## config.mk

```make
export PLATFORM = sky130hd
export DESIGN_NAME = nnRegisterFile
export DESIGN_NICKNAME = d
export VERILOG_FILES = /design/src/source/nnPkg.sv /design/src/source/nnRegisterFile.sv
export SDC_FILE = /design/constraint.sdc
export NUM_CORES = 2
export LEC_CHECK = 0
export BUFFER_PORTS_ARGS = -buffer_cell sky130_fd_sc_hd__buf_2
export CAP_MARGIN = 20
export CORE_AREA = 10 10 308 310
export CTS_CLUSTER_SIZE = 14
export DETAILED_ROUTE_END_ITERATION = 8
export DIE_AREA = 0 0 318 320
export PLACE_DENSITY = 0.61
export REMOVE_ABC_BUFFERS = 1
export SETUP_SLACK_MARGIN = 0.4
export SYNTH_ARGS = -nofsm -noshare
export SYNTH_HDL_FRONTEND = slang
export SYNTH_SLANG_ARGS = --single-unit
```

## constraint.sdc

```tcl
create_clock -name CLK -period 4.4 [get_ports CLK]
set_clock_uncertainty 0.05 [all_clocks]
set_input_delay 0.44 -clock CLK [delete_from_list [all_inputs] [get_ports CLK]]
set_output_delay 0.44 -clock CLK [all_outputs]
set_load 0.02 [all_outputs]
```

## src/source/nnPkg.sv

```systemverilog
package nnPkg;

    ////////////////////
    // Number format
    ////////////////////

    // Signed Q7.24 words
    localparam int DataWidth = 32;
    localparam int FracBits = 24;

    typedef logic signed [DataWidth-1:0] fixed_t;

    // Saturation limits
    localparam fixed_t FixedMax = 32'sh7FFF_FFFF;
    localparam fixed_t FixedMin = 32'sh8000_0000;

    // Neuron index, caps the network at 16 neurons
    typedef logic [3:0] neuronIdx_t;

    ////////////////////
    // Address map
    ////////////////////

    localparam int AddrWidth = 9;

    typedef logic [AddrWidth-1:0] addr_t;

    localparam addr_t AddrWeightInBase = 9'd0;
    localparam addr_t AddrWeightOutBase = 9'd16;
    localparam addr_t AddrOffset = 9'd32;
    // Write only, a write starts an evaluation
    localparam addr_t AddrInput = 9'd33;
    localparam addr_t AddrResult = 9'd48;
    localparam addr_t AddrStatus = 9'd49;

    // Status word, done in bit 0
    typedef struct packed {
        logic [DataWidth-4:0] reserved;
        logic busy;
        logic error;
        logic done;
    } statusWord_t;

    // Item carried between pipeline stages
    typedef struct packed {
        logic valid;
        neuronIdx_t idx;
        fixed_t value;
    } stageItem_t;

    ////////////////////
    // Pipeline and activation
    ////////////////////

    localparam int PipeDepth = 4;
    localparam int NumSegments = 8;

    // Upper bound of each segment, last one open ended
    localparam fixed_t pwlBreak [NumSegments] = '{
        32'shFE00_0000, 32'shFF00_0000, 32'shFF80_0000, 32'sh0000_0000,
        32'sh0080_0000, 32'sh0100_0000, 32'sh0200_0000, FixedMax
    };

    // Slopes 0, 7/32, 5/8, 15/16 mirrored around zero
    localparam fixed_t pwlSlope [NumSegments] = '{
        32'sh0000_0000, 32'sh0038_0000, 32'sh00A0_0000, 32'sh00F0_0000,
        32'sh00F0_0000, 32'sh00A0_0000, 32'sh0038_0000, 32'sh0000_0000
    };

    // Intercepts chosen so the curve is continuous and ends at +-1.0
    localparam fixed_t pwlIntercept [NumSegments] = '{
        32'shFF00_0000, 32'shFF70_0000, 32'shFFD8_0000, 32'sh0000_0000,
        32'sh0000_0000, 32'sh0028_0000, 32'sh0090_0000, 32'sh0100_0000
    };

    // Saturating add, clamps like the multiply
    function automatic fixed_t satAdd(input fixed_t a, input fixed_t b, output logic overflow);
        logic signed [DataWidth:0] sum;
        sum = {a[DataWidth-1], a} + {b[DataWidth-1], b};
        // Carry into the extra bit disagrees with the sign bit
        overflow = sum[DataWidth] != sum[DataWidth-1];
        if (!overflow) begin
            return sum[DataWidth-1:0];
        end
        return sum[DataWidth] ? FixedMin : FixedMax;
    endfunction

endpackage

```

## src/source/nnRegisterFile.sv

```systemverilog
`timescale 1ns/1ns

module nnRegisterFile #(
    parameter int NumNeurons = 10
) (
    input  logic CLK,
    input  logic rst,
    input  logic write,
    input  logic read,
    input  nnPkg::addr_t address,
    input  nnPkg::fixed_t writedata,
    input  logic busy,
    input  logic done,
    input  logic error,
    input  nnPkg::fixed_t result,
    output nnPkg::fixed_t readdata,
    output nnPkg::fixed_t weightIn [NumNeurons],
    output nnPkg::fixed_t weightOut [NumNeurons],
    output nnPkg::fixed_t offset,
    output nnPkg::fixed_t inputX,
    output logic start
);

    // Accepted write
    logic writeOk;
    nnPkg::statusWord_t status;

    // The start cycle is locked out too, busy rises one edge later
    assign writeOk = write && !busy && !start;

    ////////////////////
    // Write side
    ////////////////////

    always_ff @(posedge CLK) begin
        if (rst) begin
            for (int i = 0; i < NumNeurons; i++) begin
                weightIn[i] <= '0;
                weightOut[i] <= '0;
            end
            offset <= '0;
            inputX <= '0;
            start <= 1'b0;
        end else begin
            start <= writeOk && (address == nnPkg::AddrInput);
            if (writeOk) begin
                // Coefficient banks
                for (int i = 0; i < NumNeurons; i++) begin
                    if (address == nnPkg::addr_t'(nnPkg::AddrWeightInBase + i)) begin
                        weightIn[i] <= writedata;
                    end
                    if (address == nnPkg::addr_t'(nnPkg::AddrWeightOutBase + i)) begin
                        weightOut[i] <= writedata;
                    end
                end
                if (address == nnPkg::AddrOffset) begin
                    offset <= writedata;
                end
                if (address == nnPkg::AddrInput) begin
                    inputX <= writedata;
                end
            end
        end
    end

    ////////////////////
    // Read side
    ////////////////////

    always_comb begin
        status = '0;
        status.done = done;
        status.error = error;
        status.busy = busy;
    end

    // Unmapped and write-only addresses read as zero
    always_comb begin
        readdata = '0;
        if (read) begin
            case (address)
                nnPkg::AddrOffset: readdata = offset;
                nnPkg::AddrResult: readdata = result;
                nnPkg::AddrStatus: readdata = nnPkg::fixed_t'(status);
                default: readdata = '0;
            endcase
            for (int i = 0; i < NumNeurons; i++) begin
                if (address == nnPkg::addr_t'(nnPkg::AddrWeightInBase + i)) begin
                    readdata = weightIn[i];
                end
                if (address == nnPkg::addr_t'(nnPkg::AddrWeightOutBase + i)) begin
                    readdata = weightOut[i];
                end
            end
        end
    end

endmodule

```

# Word-level counts from Yosys, hierarchy flattened
# Index checks and enable logic that the tools add are counted.
[totals]
register_bits = 705
output_inout_bits = 737
word_cells = 96
[op_classes]
n_eq_ne = 23
n_mux = 22
n_reduce_logical = 28
[ops]
columns = ["operator", "count"]
rows = [
  ["32-bit two-way mux", 21],
  ["32-bit one-hot mux with 3 select lines", 1],
  ["9-bit by 5-bit equality test with 1-bit output, second input constant", 10],
  ["2-bit AND reduction", 22],
  ["9-bit by 3-bit equality test with 1-bit output, second input constant", 4],
  ["9-bit by 6-bit equality test with 1-bit output, second input constant", 4],
  ["9-bit by 2-bit equality test with 1-bit output, second input constant", 2],
  ["9-bit by 4-bit equality test with 1-bit output, second input constant", 2],
  ["9-bit by 1-bit equality test with 1-bit output, second input constant", 1],
  ["9-bit logical NOT", 1],
  ["1-bit logical AND", 3],
  ["1-bit logical NOT", 2],
]

# Depth between registers and ports, before layout
[logic_depth]
depth_word = 23
ltp_mapped = 11
depth_no_buf = 6

# Worst setup path before layout
# OpenSTA, ideal clock, no wires.
[synth_timing]
path_type = "in2out"
from = "in address[4]"
to = "out readdata[1]"
required_ns = 3.910
path_buffers = 5
arrival_time_ns = 2.389
stages = 11
slack_ns = 1.521
path_cell_list = "buf_2 -> nor2b_1 -> buf_2 -> nand2_1 -> buf_2 -> buf_2 -> clkbuf_1 -> nor3_1 -> o21ai_0 -> o21ai_0 -> o31ai_1"
[synth_via]
elab_chain_len = 23
[synth_lines]
columns = ["item", "line", "source"]
rows = [
  ["start: declaration", "nnRegisterFile.sv:10", "input nnPkg::addr_t address,"],
  ["9-bit by 6-bit equality test with 1-bit output", "nnRegisterFile.sv:81", "case (address)"],
  ["32-bit one-hot mux with 3 select lines", "nnRegisterFile.sv:81", ""],
  ["32-bit two-way mux", "nnRegisterFile.sv:88", "if (address == nnPkg::addr_t'(nnPkg::AddrWeightInBase + i)) begin"],
  ["32-bit two-way mux", "nnRegisterFile.sv:91", "if (address == nnPkg::addr_t'(nnPkg::AddrWeightOutBase + i)) begin"],
  ["32-bit two-way mux", "nnRegisterFile.sv:88", ""],
  ["32-bit two-way mux", "nnRegisterFile.sv:91", ""],
  ["32-bit two-way mux", "nnRegisterFile.sv:88", ""],
  ["32-bit two-way mux", "nnRegisterFile.sv:91", ""],
  ["[... 7 more ...]", "--", ""],
  ["32-bit two-way mux", "nnRegisterFile.sv:91", ""],
  ["32-bit two-way mux", "nnRegisterFile.sv:88", ""],
  ["32-bit two-way mux", "nnRegisterFile.sv:91", ""],
  ["32-bit two-way mux", "nnRegisterFile.sv:88", ""],
  ["32-bit two-way mux", "nnRegisterFile.sv:91", ""],
  ["32-bit two-way mux", "nnRegisterFile.sv:88", ""],
  ["32-bit two-way mux *", "nnRegisterFile.sv:91", ""],
  ["32-bit two-way mux *", "nnRegisterFile.sv:80", "if (read) begin"],
  ["end: declaration", "nnRegisterFile.sv:16", "output nnPkg::fixed_t readdata,"],
]
# Mark *: on every way between the ends. The rest lies on a longest branch, timed or not.

# Worst setup path in the final report
[layout_timing]
from = "in address[1]"
to = "out readdata[4]"
# The elaborated chain is that of the path after synthesis.

==> run summary <==
The flow ran to the end, and the final reports show no timing, DRC or antenna violations. The summed instance area of the synthesized netlist was 31900 sq um. The iteration-0 DRC count of the detailed router is 4964, and the register bit count reported by yosys is 705. The final critical-path share of the clock period was 0.920.

The worst hold path belongs to the class primary input to flop. Derived from the worst setup path, the maximum achievable clock frequency is 0.247 GHz. The y dimension of the die is 320 microns. Synthesis produced 4301 cells.

The share of flip-flops with an asynchronous set or reset was 0; the post-CTS clock slew at the launch and capture registers of the worst setup and hold paths was 0.07 ns. The tools report the layout filler cell count as 9049. Buffers placed on the I/O ports in this run total 816. The number of flops mapped to enable cells by yosys is 0, and the overall routed net length is 198 mm. For this run, the post-layout net count is 5038. Summed over all nets, the half-perimeter wirelength after detailed placement is 144 mm. The logs give 102000 sq um for the total die area and 14100 sq um for the flip-flop and latch area.

The proportion of power drawn by flip-flops and latches came out at 0.449. The category of the worst setup path capture point was an output pin. The run gives 0.491 as the clock network fraction of design power. The element type at the critical path start was a primary input. The final count of pins violating max slew was 0; the power per standard cell area was 354 nW/um^2. Dividing the synthesized area by the synthesized cell count gives 7.41 sq um.

The layout-stage area growth over the synthesis result came out at 26.0%. The run gives 0.226 as the relative max-transition margin. Row generation in the floorplan step produced 109 rows. Number of endpoints with negative hold slack in the final report: 0. The slack of the critical path is 0.353 ns, and the I/O pin total is 817.

In this run the worst path has a maximum fanout of 24. The endpoint required time on the critical path is 3.91 ns, and the internal power of the cells is 10.6 mW. Setup repair after global routing left no endpoint under its margin. The count of different cell masters after synthesis is 87. The initial antenna violation count came out at 6.

The tree is rooted in a sky130_fd_sc_hd__clkbuf_16. For the final routed DRC violation total, the log shows 0. In this run the static leakage power is 15.7 nW. The effective utilization at floorplan is 0.361. The final core utilization is 0.455. In this run the standard cell core region covers 88200 sq um. STA puts the critical path data arrival time at 3.56 ns. The first global-routing pass estimated 272 mm of wire.

The antenna violation net count after detailed routing came out at 0. Via count: 37300. The measured slew at the worst slew-check pin is 1.16 ns, and the weighted congestion at the end of routability-driven global placement is 0.983. The share of synthesized area occupied by flip-flops and latches came out at 0.443. The share of cells above drive strength 1 was 0.244.

Once placement finished, the instance area stood at 37400 sq um. The number of hold-repair buffers added at the cts stage is 0. After detailed routing, the average wire length per cell comes to 32.1 microns. The design draws 14.2 mW. VDD sags by at most 0.000319 V. The maximum number of pins on one net before global-route repair was 128; the switching fraction of total power was 0.255. After routing, the total negative slack on setup checks comes to 0 ns.

Across the run, the number of max-cap violations was 0. For the worst-skew pair, the clock arrives at the later sink with an insertion delay of 0.66 ns. The critical path is of the primary input to output pin type.

The most frequently used flop master after synthesis was sky130_fd_sc_hd__dfxtp_1. Dividing the detail-routed via count by the number of cells gives 6.03. Yosys printed 0 warnings. The H-tree was split into 3 levels. Summed over all nets, the switching power comes to 3.63 mW. In the final layout, the multi-input gates occupy 16200 sq um. The number of clock buffers added by TritonCTS is 81. The run gives 34000 as the via count of the first global-routing pass. The run gives 0.060 as the relative contribution of combinational cells to total power. The summed area of non-filler cells in the final layout was 40100 sq um. The run gives 0 as the setup-violating endpoint count in the final report. The logs give 0.0222 ns for the setup slack after placement and 3 for the buffer levels on the longest clock path. The routed design could run at a clock period as short as 4.05 ns. The number of detailed-route iterations in the first pass came out at 7.

TritonCTS built the clock tree. The tools report the total track usage as 0.364. From left edge to right edge, the die measures 318 microns. Counting every sink on the clock net gives 705.

Global routing finished with a remaining overflow of 0.
-- flip-flops by register name (all words and copies together), names as in the netlist --
register / cells
inputX: 32
offset: 32
start: 1
weightIn: 320
weightOut: 320
-- cells by family (layout without fill, tap and decap cells) --
kind of cell,Yosys count,in the layout,synth area share
buffers and inverters,430,1147,0.0572
muxes,83,83,0.0310
other,0,3,0
DFF,705,705,0.443
AOI/OAI and AO/OA,1329,1329,0.243
and+or+nand+nor,1754,1754,0.226
-- synth_stat cells, types with 30 or more instances --
cell type                     n  area (sq um)
sky130_fd_sc_hd__a21oi_1    823          4120
sky130_fd_sc_hd__a22o_1      30           263
sky130_fd_sc_hd__a22oi_1     76           571
sky130_fd_sc_hd__buf_2      122           611
sky130_fd_sc_hd__clkbuf_1   282          1060
sky130_fd_sc_hd__dfxtp_1    705         14100
sky130_fd_sc_hd__mux2i_1     48           480
sky130_fd_sc_hd__nand2_1   1492          5600
sky130_fd_sc_hd__nor2_1      87           327
sky130_fd_sc_hd__nor3_1      33           165
sky130_fd_sc_hd__o21ai_0    107           536
sky130_fd_sc_hd__o22ai_1     51           319
-- layout make-up --
class,count,area share
diodes,3,0.000187
clock buffers,118,0.0587
clock inverters,25,0.00798
inverters,4,0.000374
multi-input cells,3166,0.403
flip-flops and latches,705,0.352
well taps,1165,0.0363
repair buffers,1000,0.141
-- power by group through the flow --
stage               sequential, mW  combinational (mW)  clock (mW)
floorplan                     6.53               0.189           0
global placement              6.53               0.818           0
detailed placement            6.53               0.819           0
CTS                           6.39               0.820        7.00
global route                  6.38               0.862        7.26
finish                        6.39               0.848        6.99
-- worst max-delay path, cell delays in order --
cell and delay (ns):
sky130_fd_sc_hd__buf_4 0.32, sky130_fd_sc_hd__buf_4 0.39, sky130_fd_sc_hd__nor2b_1 0.56, sky130_fd_sc_hd__buf_4 0.30, sky130_fd_sc_hd__a22oi_1 0.18, sky130_fd_sc_hd__o221a_1 0.28, sky130_fd_sc_hd__o22ai_1 0.55, sky130_fd_sc_hd__o211ai_1 0.19
sky130_fd_sc_hd__nand2_1 0.12, sky130_fd_sc_hd__buf_2 0.17
-- layout by cell type, fill, tap and decap left out, types with 12 or more instances in the layout --
cell type / n
sky130_fd_sc_hd__o22ai_1: 51
sky130_fd_sc_hd__a211oi_1: 21
sky130_fd_sc_hd__o21ai_1: 29
sky130_fd_sc_hd__clkbuf_1: 19
sky130_fd_sc_hd__o2bb2ai_1: 20
sky130_fd_sc_hd__nor3_2: 17
sky130_fd_sc_hd__o221ai_1: 21
sky130_fd_sc_hd__a32oi_1: 17
sky130_fd_sc_hd__buf_12: 15
sky130_fd_sc_hd__nor2b_1: 12
sky130_fd_sc_hd__a31oi_1: 15
sky130_fd_sc_hd__dfxtp_1: 705
sky130_fd_sc_hd__clkbuf_16: 82
sky130_fd_sc_hd__nor2_1: 79
sky130_fd_sc_hd__o21ai_0: 107
sky130_fd_sc_hd__mux2i_1: 48
sky130_fd_sc_hd__clkbuf_8: 17
sky130_fd_sc_hd__a22o_1: 30
sky130_fd_sc_hd__buf_4: 170
sky130_fd_sc_hd__buf_2: 812
sky130_fd_sc_hd__a21oi_1: 823
sky130_fd_sc_hd__a22oi_1: 76
sky130_fd_sc_hd__nand2_1: 1487
sky130_fd_sc_hd__mux2_2: 22
sky130_fd_sc_hd__nor3_1: 24
sky130_fd_sc_hd__nand3_1: 27
sky130_fd_sc_hd__o32ai_1: 12
-- final timing paths --
| path | from | end | cells past startpoint | slack [ns] |
|---|---|---|---|---|
| worst max register to register | start | weightOut[183] | 6 | 1.64 |
| worst min register to register | inputX[16] | inputX[16] | 2 | 0.40 |
| worst max-delay path | address[1] | readdata[4] | 10 | 0.35 |
| worst min-delay path | writedata[5] | weightOut[261] | 3 | 0.24 |
-- through the flow --
stage          std cells  hold WS, ns
2_1_floorplan       3875        0.459
6_report            6186        0.236
3_3_place_gp        6040        0.385
4_1_cts             6183        0.209
3_5_place_dp        6040        0.392
5_1_grt             6185        0.237
-- per-layer routing --
metal / global-route usage / routed length (microns)
met4: 0.180 / 11200
met5: 0 / 11
met2: 0.580 / 89400
met1: 0.444 / 75500
met3: 0.107 / 22100
-- timing repair --
action | in CTS | in global routing
hold endpoints to repair | 0 | 0
resized for setup | 5 | 2
setup buffers | 0 | 0
endpoints found under the setup margin | 3 | 2
gates cloned | 0 | 0
(Power assumes the default switching activity.)
