--- src/source/nnPkg.sv ---
package nnPkg;

    ////////////////////
    // Number format
    ////////////////////

    // Signed Q7.24 words
    localparam int DataWidth = 32;
    localparam int FracBits = 24;

    typedef logic signed [DataWidth-1:0] fixed_t;

    // Saturation limits
    localparam fixed_t FixedMax = 32'sh7FFF_FFFF;
    localparam fixed_t FixedMin = 32'sh8000_0000;

    // Neuron index, caps the network at 16 neurons
    typedef logic [3:0] neuronIdx_t;

    ////////////////////
    // Address map
    ////////////////////

    localparam int AddrWidth = 9;

    typedef logic [AddrWidth-1:0] addr_t;

    localparam addr_t AddrWeightInBase = 9'd0;
    localparam addr_t AddrWeightOutBase = 9'd16;
    localparam addr_t AddrOffset = 9'd32;
    // Write only, a write starts an evaluation
    localparam addr_t AddrInput = 9'd33;
    localparam addr_t AddrResult = 9'd48;
    localparam addr_t AddrStatus = 9'd49;

    // Status word, done in bit 0
    typedef struct packed {
        logic [DataWidth-4:0] reserved;
        logic busy;
        logic error;
        logic done;
    } statusWord_t;

    // Item carried between pipeline stages
    typedef struct packed {
        logic valid;
        neuronIdx_t idx;
        fixed_t value;
    } stageItem_t;

    ////////////////////
    // Pipeline and activation
    ////////////////////

    localparam int PipeDepth = 4;
    localparam int NumSegments = 8;

    // Upper bound of each segment, last one open ended
    localparam fixed_t pwlBreak [NumSegments] = '{
        32'shFE00_0000, 32'shFF00_0000, 32'shFF80_0000, 32'sh0000_0000,
        32'sh0080_0000, 32'sh0100_0000, 32'sh0200_0000, FixedMax
    };

    // Slopes 0, 7/32, 5/8, 15/16 mirrored around zero
    localparam fixed_t pwlSlope [NumSegments] = '{
        32'sh0000_0000, 32'sh0038_0000, 32'sh00A0_0000, 32'sh00F0_0000,
        32'sh00F0_0000, 32'sh00A0_0000, 32'sh0038_0000, 32'sh0000_0000
    };

    // Intercepts chosen so the curve is continuous and ends at +-1.0
    localparam fixed_t pwlIntercept [NumSegments] = '{
        32'shFF00_0000, 32'shFF70_0000, 32'shFFD8_0000, 32'sh0000_0000,
        32'sh0000_0000, 32'sh0028_0000, 32'sh0090_0000, 32'sh0100_0000
    };

    // Saturating add, clamps like the multiply
    function automatic fixed_t satAdd(input fixed_t a, input fixed_t b, output logic overflow);
        logic signed [DataWidth:0] sum;
        sum = {a[DataWidth-1], a} + {b[DataWidth-1], b};
        // Carry into the extra bit disagrees with the sign bit
        overflow = sum[DataWidth] != sum[DataWidth-1];
        if (!overflow) begin
            return sum[DataWidth-1:0];
        end
        return sum[DataWidth] ? FixedMin : FixedMax;
    endfunction

endpackage

--- src/source/nnSequencer.sv ---
`timescale 1ns/1ns

module nnSequencer #(
    parameter int NumNeurons = 10
) (
    input  logic CLK,
    input  logic rst,
    input  logic start,
    output nnPkg::stageItem_t issue,
    output logic accClear,
    output logic busy,
    output logic done
);

    localparam int DrainBits = $clog2(nnPkg::PipeDepth);
    localparam logic [DrainBits-1:0] DrainLast = DrainBits'(nnPkg::PipeDepth - 1);
    localparam nnPkg::neuronIdx_t LastNeuron = nnPkg::neuronIdx_t'(NumNeurons - 1);

    typedef enum logic [1:0] {
        Idle,
        Issue,
        Drain
    } state_t;

    state_t state;
    nnPkg::neuronIdx_t idxCnt;
    logic [DrainBits-1:0] drainCnt;

    always_ff @(posedge CLK) begin
        if (rst) begin
            state <= Idle;
            idxCnt <= '0;
            drainCnt <= '0;
            issue <= '0;
            accClear <= 1'b0;
            busy <= 1'b0;
            done <= 1'b0;
        end else begin
            // One cycle pulse by default
            accClear <= 1'b0;
            issue.valid <= 1'b0;
            issue.value <= '0;
            case (state)
                Idle: begin
                    if (start) begin
                        state <= Issue;
                        idxCnt <= '0;
                        accClear <= 1'b1;
                        busy <= 1'b1;
                        done <= 1'b0;
                    end
                end
                Issue: begin
                    // One neuron per cycle
                    issue.valid <= 1'b1;
                    issue.idx <= idxCnt;
                    idxCnt <= idxCnt + 1'b1;
                    if (idxCnt == LastNeuron) begin
                        state <= Drain;
                        drainCnt <= '0;
                    end
                end
                Drain: begin
                    // Last item reaches the accumulator on the final drain edge
                    drainCnt <= drainCnt + 1'b1;
                    if (drainCnt == DrainLast) begin
                        state <= Idle;
                        busy <= 1'b0;
                        done <= 1'b1;
                    end
                end
                default: state <= Idle;
            endcase
        end
    end

endmodule

--- config.mk ---
export PLATFORM = sky130hd
export DESIGN_NAME = nnSequencer
export DESIGN_NICKNAME = d
export VERILOG_FILES = /design/src/source/nnPkg.sv /design/src/source/nnSequencer.sv
export SDC_FILE = /design/constraint.sdc
export NUM_CORES = 1
export LEC_CHECK = 0
export ABC_AREA = 1
export BUFFER_PORTS_ARGS = -buffer_cell sky130_fd_sc_hd__buf_2
export CAP_MARGIN = 15
export CORE_ASPECT_RATIO = 0.9
export CORE_MARGIN = 2
export CORE_UTILIZATION = 48
export CTS_BUF_LIST = sky130_fd_sc_hd__clkbuf_8 sky130_fd_sc_hd__clkbuf_16
export DETAILED_ROUTE_END_ITERATION = 10
export MAX_ROUTING_LAYER = met4
export PLACE_DENSITY_LB_ADDON = 0.2
export SLEW_MARGIN = 20
export SYNTH_ARGS = -nofsm -noshare
export SYNTH_HDL_FRONTEND = slang
export SYNTH_SLANG_ARGS = --single-unit
--- constraint.sdc ---
create_clock -name CLK -period 3.6 [get_ports CLK]
set_clock_uncertainty 0.2 [all_clocks]
set_input_delay 0.72 -clock CLK [delete_from_list [all_inputs] [get_ports CLK]]
set_output_delay 0.72 -clock CLK [all_outputs]
set_load 0.02 [all_outputs]
# Yosys cells after proc, flatten, opt, wreduce, memory -nomap -nowiden

Cells that the tools add are included.

Bits in registers: 48
Input port bits: 3
Output and inout bits: 40

$add $sub $neg: 2
Equal/unequal tests: 7
Mux-type cells: 16
Bitwise operators: 1
Reductions and logical operators: 9

Operator list:

| kind                  | number |
|---|---|
| $mux W2               | 4 |
| $pmux W4 S2           | 1 |
| $ne A2 B2 Y1 const B  | 3 |
| $pmux W2 S3           | 1 |
| $reduce_and A3 Y1     | 2 |
| $reduce_bool A2 Y1    | 3 |
| $mux W1               | 5 |
| $mux W5               | 1 |
| $add A4 B1 Y4 const B | 1 |
| $eq A2 B2 Y1 const B  | 2 |
| $eq A4 B4 Y1 const B  | 1 |
| $mux W4               | 1 |
| $pmux W1 S2           | 2 |
| $pmux W2 S2           | 1 |
| $reduce_and A2 Y1     | 2 |
| $add A2 B1 Y2 const B | 1 |
| $eq A2 B1 Y1 const B  | 1 |
| $logic_not A2 Y1      | 1 |
| $reduce_or A2 Y1      | 1 |
| $not A1 Y1            | 1 |

# Logic depth before layout (Yosys ltp)

Gate-level depths: netlist of the first run.

Depth in word-level cells: 3
Gate-level depth with buffers: 7

# Worst setup path before layout of the first run

OpenSTA, ideal clock, no wires.

Path type: input to register
Start point: input port rst
End point: register drainCnt[0]
Setup time: 0.070 ns
Data arrival time: 1.144 ns
Slack: 2.186 ns
Cell stages on the path: 4
Buffers on the path: 1
Path through: buf_2 inv_2 o21ai_0 a21oi_1

RTL lines:

| what                 | RTL line          | RTL |
|---|---|---|
| from (decl)          | nnSequencer.sv:7  | `input logic rst,` |
| to (signal assigned) | nnSequencer.sv:65 | `drainCnt <= drainCnt + 1'b1;` |
| to (decl)            | nnSequencer.sv:27 | `logic [DrainBits-1:0] drainCnt;` |

# Final worst setup path of the first run

Start point: register busy
End point: output port busy

RTL lines:

| what                   | RTL line          | RTL |
|---|---|---|
| from (decl)            | nnSequencer.sv:11 | `output logic busy,` |
| from (signal assigned) | nnSequencer.sv:36 | `busy <= 1'b0;` |
| from (signal assigned) | nnSequencer.sv:49 | `busy <= 1'b1;` |
| from (signal assigned) | nnSequencer.sv:68 | `busy <= 1'b0;` |

No word-level cell between the ends.

==> results of run 1 <==
==> power breakdown <==
group	switching [mW]	internal, mW
Sequential	0.00479	0.186
Clock	0.0577	0.0970
Combinational	0.0539	0.0120
==> layer usage <==
layer	up-vias	wire [um]	GRT usage, %
li1	310	-	-
met1	261	539	13.9
met2	28	527	17.3
met3	5	109	4.97
met4	0	26	8.33
met5	-	0	-
==> registers in the layout, summed over array words and instances (netlist names) <==
name	cells
accClear	1
busy	1
done	1
drainCnt	2
idxCnt	4
issue	5
state	2
==> cells by family after synthesis <==
kind of cell               count (synthesis)  share of synthesized area (%)
buffers and inverters                     44                           33.0
other                                      1                          0.420
and+or+nand+nor                           26                           13.5
DFF                                       16                           35.9
AOI/OAI and AO/OA                         21                           13.0
adders and majority gates                  3                           4.21
==> per-stage QoR <==
stage | instances | total power [mW] | area, um^2
floorplan | 142 | 0.278 | 1010
global placement | 142 | 0.260 | 832
detailed placement | 142 | 0.260 | 832
CTS | 146 | 0.418 | 887
global route | 146 | 0.433 | 887
finish | 146 | 0.411 | 887
==> how the worst max path moves through the flow <==
stage	cells past startpoint	start	slack, ns	to
2_1_floorplan	4	rst	2.19	drainCnt[0]
3_3_place_gp	4	start	2.03	idxCnt[0]
3_5_place_dp	4	start	2.02	idxCnt[0]
4_1_cts	1	issue[35]	1.93	issue[35]
5_1_grt	1	busy	1.90	busy
6_report	1	busy	1.94	busy
==> area by class of cell <==
class | count | area (um^2)
clock buffers | 4 | 55.1
fillers | 181 | 830
inverters | 10 | 37.5
multi-input cells | 82 | 394
flip-flops and latches | 16 | 320
well taps | 24 | 30.0
repair buffers | 10 | 50.0
==> layout by cell type (no fill, tap or decap) <==
cell and count:
a21oi_1 8, a21oi_2 1, buf_2 10, clkbuf_8 4, conb_1 32, dfxtp_1 16
ha_1 3, inv_1 6, inv_2 4, nand2_1 14, nand2_2 1, nand3_1 3
nand3_2 1, nor2_1 5, nor2_2 1, nor2_4 1, o211a_1 1, o21a_1 1
o21ai_0 5, o21ai_1 5
==> reports/metrics.yaml, run 1 <==
global_routing:
  antenna_found_initial: 0
  grt_usage_pct: 12.1
  grt_pass1_vias: 457
  grt_start_max_net_pins: 14
  grt_overflow_total: 0
  grt_first_pass_wirelength_mm: 1.89
setup_path:
  crit_family: "flip-flops"
  cp_num_buf_inv: 1
  crit_path_max_fanout: 2
  cp-start-kind: "register"
  r2r_start: "state[0]"
  reg2reg_to: "idxCnt[3]"
  r2r_cells: 5
  arrival_ns: 0.74
  cpPeakStageDelay_ns: 0.33
  r2r_setup_slack_ns: 2.27
  crit_type: "register to primary output"
  critPathCaptureType: "primary output"
  crit_required_ns: 2.68
  cp_slowest_cell: "dfxtp_1"
  crit_chain: "buf_2"
sta:
  fin_ws_ns: 1.94
  hold_violations: 0
  fin_crit_sh_pct: 46.2
  fin_setup_tns_ns: 0
  finalCriticalPeriod_ns: 1.66
  drv_slew: 0
  holdWs_ns: 0.267
  setup_violations: 0
  fmax_mhz: 601
  rsz0062_at_grt: "false"
layout:
  final_core_utilization_pct: 51.7
  nets: 129
  area_delta_synth_final_pct: -0.561
  antenna_cells: 0
  drive_gt1_share_pct: 18.9
floorplan:
  initial_core_util_pct: 52.0
  pin_count: 43
  fp-row-count: 14
  dieArea_um2: 2220
  fp.coreArea_um2: 1720
  fp.dieW_um: 49.4
  die_height_um: 44.9
synth:
  syn_area_per_cell_um2: 8.04
  synth_warnings: 0
  synth_area_leader_cell: "dfxtp_1"
  yosys-top-cells-area: "dfxtp_1 36%, buf_4 27%, nand2_1 5.9%"
  synthDistinctLibCells: 21
  synth_seq_cells: 16
  yosysTopAreaCellShare_pct: 35.9
  syn-instance-count: 111
  synth.most_common_cell: "buf_4"
  netlist_area_um2: 892
  ys_seq_area_share_pct: 35.9
  ys_async_sr_fraction_pct: 0
  synth_edf_count: 0
  synthTopCellsByCount: "32 x buf_4, 16 x dfxtp_1, 14 x nand2_1"
  ys.flop_type: "dfxtp_1"
status:
  status: "complete, no violations"
detailed_routing:
  vias_per_cell: 4.14
  drc_errors: 0
  dr.pass1.iters: 4
  vias: 604
  ant_nets: 0
  drt-initial-drc-count: 10
  wl_per_cell_um: 8.23
  routed_wirelength_mm: 1.20
placement:
  numPortBuffers: 10
  place_congestion: 0.757
  hpwlAfterDp_um: 959
  dpl_worst_slack_ns: 2.02
cts:
  htreeDepth: 1
  cts-resized-gates: 0
  cts_buffers: 3
  cts.clk_slew.worst_paths_ns: 0.06
  clkSinkCount: 16
  cts_setup_buffers: 0
  clk_latency_ns: 0.25
  ctsHoldBuffers: 0
  cts_tree: "done"
  cts_max_path_buffers: 2
  clockRootBuffer: "clkbuf_8"
hold_path:
  hold_depth: 2
  worst_hold_path_type: "register to register"
  min_from: "done"
  hold_end: "done"
pwr:
  power_density_nw_per_um2: 463
  vdd_drop_max_mv: 0.304
  power_leakage_nw: 0.446
flow_run:
  drv_cap: 0
(Power assumes the default switching activity.)
==> inputs of run 2 (changes only) <==
- CORE_UTILIZATION: 48 -> 45
- clock period: 3.6 -> 1.6 ns (I/O delays scaled with it)
==> run 2 against run 1 <==
Wire length increased by 1.8%. Clock-buffer cell count decreased by 1. Register-to-register slack worse by 2.0 ns. Critical path type is now register to register.
==> reports/metrics.yaml, run 2 (same netlist as run 1, synthesis figures left out) <==
sta:
  fmax_mhz: 761
  rsz0062_at_grt: "false"
  drv_slew: 0  # unchanged
  setup_violations: 0  # unchanged
  fin_setup_tns_ns: 0  # unchanged
  fin_crit_sh_pct: 82.2
  finalCriticalPeriod_ns: 1.31
  hold_violations: 0  # unchanged
floorplan:
  die_height_um: 46.2  # +3.0%
  fp.dieW_um: 50.9  # +3.0%
  dieArea_um2: 2360  # +6.1%
  fp.coreArea_um2: 1900  # +10%
  initial_core_util_pct: 47.1  # -4.9 points
  fp-row-count: 15  # +1
  pin_count: 43  # unchanged
placement:
  hpwlAfterDp_um: 967  # +0.84%
  place_congestion: 0.755  # -0.28%
  numPortBuffers: 10  # unchanged
cts:
  cts_setup_buffers: 0  # unchanged
  clk_latency_ns: 0.25  # about the same
  cts_buffers: 3  # unchanged
  ctsHoldBuffers: 0  # unchanged
  cts-resized-gates: 0  # unchanged
  cts_max_path_buffers: 2  # unchanged
  cts_tree: "done"
  cts.clk_slew.worst_paths_ns: 0.06  # about the same
  htreeDepth: 1  # unchanged
  clkSinkCount: 16  # unchanged
  clockRootBuffer: "clkbuf_8"
layout:
  final_common_cell: "conb_1"
  regArea_um2: 320  # unchanged
  multi_input_area_um2: 394  # unchanged
  nets: 129  # unchanged
  final_core_utilization_pct: 46.1  # -5.5 points
  largest-register: "issue"
  drive_gt1_share_pct: 18.2  # -0.67 points
  num-fill-cells: 207  # +14%
  largest_register_ffs: 5  # unchanged
  antenna_cells: 0  # unchanged
  top_regs: "issue x5, idxCnt x4"
  area_delta_synth_final_pct: -1.96
  final_cell_mix: "32 x conb_1, 16 x dfxtp_1, 14 x nand2_1, 10 x buf_2, 8 x a21oi_1"
setup_path:
  reg2reg_to: "state[1]"
  crit_path_max_fanout: 4  # +2
  cp-endpoint: "state[1]"
  arrival_ns: 1.25  # +0.51 ns
  crit_start: "idxCnt[1]"
  crit_type: "register to register"
  r2r_start: "idxCnt[1]"
  critPathCaptureType: "register"
  r2r_setup_slack_ns: 0.29  # -1.98 ns
  r2r_cells: 7  # +2
  cp-start-kind: "register"
  crit_required_ns: 1.54  # -1.14 ns
pwr:
  total_power_mw: 0.873  # +110%
  power_leakage_nw: 0.439  # -1.6%
  vdd_drop_max_mv: 0.678  # +120%
  power_density_nw_per_um2: 998  # +120%
detailed_routing:
  dr.pass1.iters: 5  # +1
  wl_per_cell_um: 8.38  # +1.8%
  ant_nets: 0  # unchanged
  routed_wirelength_mm: 1.22  # +1.8%
  drc_errors: 0  # unchanged
  vias_per_cell: 3.99  # -3.6%
  vias: 582  # -3.6%
  drt-initial-drc-count: 5  # -5
global_routing:
  grt_start_max_net_pins: 14  # unchanged
  antenna_found_initial: 0  # unchanged
  grt_first_pass_wirelength_mm: 1.91  # +1.1%
  grt_usage_pct: 11.8  # -0.23 points
  grt_overflow_total: 0  # unchanged
  grt_pass1_vias: 453  # -0.88%
hold_path:
  worst_hold_path_type: "input port to register"
flow_run:
  drv_cap: 0  # unchanged
status:
  status: "complete, no violations"
[run 2: worst min-delay path by stage]
stage / to / cells past startpoint / from
after floorplan: drainCnt[0] / 1 / drainCnt[0]
after global placement: done / 2 / done
after detailed placement: drainCnt[0] / 1 / drainCnt[0]
after CTS: idxCnt[0] / 2 / rst
after global routing: idxCnt[0] / 2 / rst
final: idxCnt[0] / 2 / rst
[run 2: through the flow]
step / cells / area, um^2 / setup slack [ns] / hold WS [ns]
6_report: 146 / 875 / 0.285 / 0.132
5_1_grt: 146 / 875 / 0.156 / 0.130
4_1_cts: 146 / 875 / 0.269 / 0.126
3_5_place_dp: 143 / 833 / 0.285 / 0.258
3_3_place_gp: 143 / 833 / 0.278 / 0.247
2_1_floorplan: 142 / 1010 / 0.390 / 0.232
[run 2: routing by layer]
layer,global-route usage [%],up-vias,routed length (um)
met5,-,-,0
met4,3.24,0,0
met3,7.47,0,120
met2,18.7,25,575
met1,12.5,247,528
li1,-,310,-
[run 2: cell type report]
type / count / share of cell area (%)
inverter: 10 / 4.29
multi-input combinational: 82 / 45.1
tap: 25 / 3.58
sequential: 16 / 36.6
clock buffer: 3 / 4.72
timing repair buffer: 10 / 5.72
[run 2: critical path, stage by stage, from the launching register on]
cell,delay [ns]
dfxtp_1,0.36
inv_1,0.07
ha_1,0.19
nand2_1,0.08
nor2_1,0.04
nand2_1,0.10
o21a_1,0.13
nor2_1,0.03
[run 2: power breakdown]
group,internal (mW),switching (mW),total [mW]
registers,0.418,0.0110,0.429
logic,0.0273,0.121,0.149
clock network,0.167,0.129,0.295
==> inputs of run 3 (changes only) <==
- ABC_AREA: 1 -> 0
- CORE_UTILIZATION: 45 -> 41
- clock period: 1.6 -> 1.1 ns (I/O delays scaled with it)
==> run 3 against run 2 <==
Sequential cell count is the same. Combinational power grew 80%. The run now ends with negative setup slack left. Worst hold slack lost 0.061 ns. Largest power group unchanged. Wire length grew 38%. Via count grew 15%. Cell area grew 44%. Critical endpoint is now state[0]. Die area grew 13%.
==> reports/metrics.yaml, run 3 <==
status:
  status: "finished with violations"
  violations: "negative setup slack"
synth:
  synth-compound-area-share_pct: 10.3  # -2.8 points
  synthDistinctLibCells: 29  # +38%
  synth_xor_area_share_pct: 0.947  # +0.95 points
  synth_edf_count: 0  # unchanged
  yosys-top-cells-area: "dfxtp_1 35%, buf_4 27%, nand2_1 4.5%"
  syn-instance-count: 108  # -2.7%
  synthSimpleGateAreaFrac_pct: 17.9  # +4.4 points
  synthMuxAreaShare_pct: 2.17  # +2.2 points
  synthAdderAreaFrac_pct: 4.06  # -0.15 points
  ys_seq_area_share_pct: 34.6  # -1.3 points
  ys_async_sr_fraction_pct: 0  # unchanged
  netlist_area_um2: 925  # +3.6%
  ys.flop_type: "dfxtp_1"
  synth.most_common_cell: "buf_4"
  synth_area_leader_cell: "dfxtp_1"
  synth_top_family_by_area: "buffers and inverters"
  yosysTopAreaCellShare_pct: 34.6  # -1.3 points
  synthTopCellsByCount: "33 x buf_4, 16 x dfxtp_1, 11 x nand2_1"
  synth_seq_cells: 16  # unchanged
  synth_warnings: 0  # unchanged
  syn_area_per_cell_um2: 8.56  # +6.5%
cts:
  ctsHoldBuffers: 0  # unchanged
  clockRootBuffer: "clkbuf_8"
  cts_buffers: 3  # unchanged
  htreeDepth: 1  # unchanged
  cts.clk_slew.worst_paths_ns: 0.06  # about the same
  cts_tree: "done"
  clkSinkCount: 16  # unchanged
  clk_latency_ns: 0.25  # about the same
  cts_max_path_buffers: 2  # unchanged
placement:
  numPortBuffers: 10  # unchanged
  hpwlAfterDp_mm: 1.07  # +11%
  place_congestion: 0.752  # -0.32%
layout:
  area_delta_synth_final_pct: 36.1
  nets: 140  # +8.5%
  largest-register: "issue"
  final_cell_mix: "32 x conb_1, 12 x dfxtp_2, 12 x buf_4, 10 x buf_6"
  largest_register_ffs: 5  # unchanged
  drive_gt1_share_pct: 53.8  # +36 points
  antenna_cells: 0  # unchanged
  final_common_cell: "conb_1"
  top_regs: "issue x5, idxCnt x4"
detailed_routing:
  drt-initial-drc-count: 6  # +1
  vias_per_cell: 4.19  # +5.2%
  drc_errors: 0  # unchanged
  routed_wirelength_mm: 1.69  # +38%
  vias: 667  # +15%
  ant_nets: 0  # unchanged
  wl_per_cell_um: 10.6  # +27%
  dr.pass1.iters: 4  # -1
sta:
  drv_slew: 0  # unchanged
  fin_ws_ns: -0.224  # -0.509 ns
  fin_crit_sh_pct: 120  # +38 points
  setup_violations: 20  # +20
  finalCriticalPeriod_ns: 1.32  # +0.00944 ns
  fmax_mhz: 755  # -0.71%
  holdWs_ns: 0.0714  # -0.0607 ns
  rsz0062_at_grt: "true"
  hold_violations: 0  # unchanged
floorplan:
  dieArea_um2: 2650  # +13%
  fp.coreArea_um2: 2160  # +14%
  fp.dieW_um: 54.1  # +6.1%
  pin_count: 43  # unchanged
  initial_core_util_pct: 42.8  # -4.3 points
  fp-row-count: 16  # +1
  die_height_um: 49.1  # +6.1%
setup_path:
  crit_path_max_fanout: 4  # unchanged
  critPathCaptureType: "register"
  cp-start-kind: "register"
  crit_chain: "ha_4, and3b_2, a2111oi_4"
  cp_slowest_cell: "dfxtp_4"
  crit_type: "register to register"
  crit_required_ns: 1.05  # -0.49 ns
  arrival_ns: 1.27  # +0.02 ns
  cpPeakStageDelay_ns: 0.36  # about the same
pwr:
  total_power_mw: 1.31  # +50%
  power_leakage_nw: 0.559  # +28%
  vdd_drop_max_mv: 0.947  # +40%
  power_density_nw_per_um2: 1040  # +4.2%
global_routing:
  grt_usage_pct: 12.5  # +0.67 points
  antenna_found_initial: 0  # unchanged
  grt_pass1_vias: 539  # +19%
  grt_first_pass_wirelength_mm: 2.31  # +21%
  grt_start_max_net_pins: 17  # +3
  grt_overflow_total: 0  # unchanged
flow_run:
  drv_cap: 0  # unchanged
hold_path:
  worst_hold_path_type: "input port to register"
==> run 3: cell count changes after synthesis, moves of 3 or more <==
cell / before / now
o21ai_1: 5 / 0
inv_2: 4 / 0
inv_1: 6 / 3
nand2_1: 14 / 11
nor2b_1: 0 / 3
nor3_1: 0 / 3
o21ai_0: 5 / 2
==> run 3: routing by layer <==
metal | track usage [%] | up-vias | part of all wire (%)
li1 | - | 334 | -
met1 | 14.3 | 303 | 43
met2 | 18.9 | 28 | 49
met3 | 6.44 | 2 | 7.3
met4 | 3.75 | 0 | 0.95
met5 | - | - | 0
==> run 3: logic make-up (layout without fill, tap and decap cells) <==
kind of cell,after synthesis,count (layout)
AOI/OAI and AO/OA,15,15
xor gates and xnor gates,1,1
adders and majority gates,3,3
buffers and inverters,38,31
DFF,16,16
muxes,2,2
other,1,32
and+or+nand+nor,32,32
==> run 3: final timing paths <==
path / cells after the start / from / slack [ns] / end
hold reg to reg: 2 / issue[34] / 0.26 / issue[34]
setup / recovery: 3 / idxCnt[0] / -0.22 / state[0]
hold / removal: 3 / start / 0.07 / accClear
setup reg to reg: 3 / idxCnt[0] / -0.22 / state[0]
==> run 3: power by group <==
part           switching, mW  leakage, nW  total [mW]  internal, mW
registers             0.0181        0.138       0.612         0.594
clock network          0.186       0.0216       0.429         0.243
logic                  0.177        0.400       0.268        0.0913
total                  0.381        0.559        1.31         0.928
==> run 3: area by class of cell <==
type                    instances  area, um^2
inverters                       3        11.3
flip-flops and latches         16         347
multi-input cells              85         593
repair buffers                 25         233
well taps                      27        33.8
fillers                       198         903
clock buffers                   3        41.3
==> run 3: through the flow <==
stage	area (um^2)	setup WS, ns	cells	TNS [ns]	util (%)
6_report	1260	-0.224	159	-1.62	58.2
4_1_cts	1180	-0.207	157	-2.02	54.5
2_1_floorplan	1080	-0.182	139	-0.940	-
3_5_place_dp	991	-0.255	151	-2.89	45.8
5_1_grt	1260	-0.268	159	-2.53	58.2
3_3_place_gp	991	-0.223	151	-2.71	45.8
==> run 3: what timing repair did <==
item,in CTS,in global routing
setup buffers,3,4
pin swaps,7,7
endpoints found under the setup margin,24,23
resized for setup,39,20
==> run 3: worst max-delay path, delay by kind of cell (launching register included) <==
kind,cells,cell delay [ns]
simple gates,1,0.23
flops,1,0.36
fa+ha+maj,1,0.15
compound gates,1,0.28
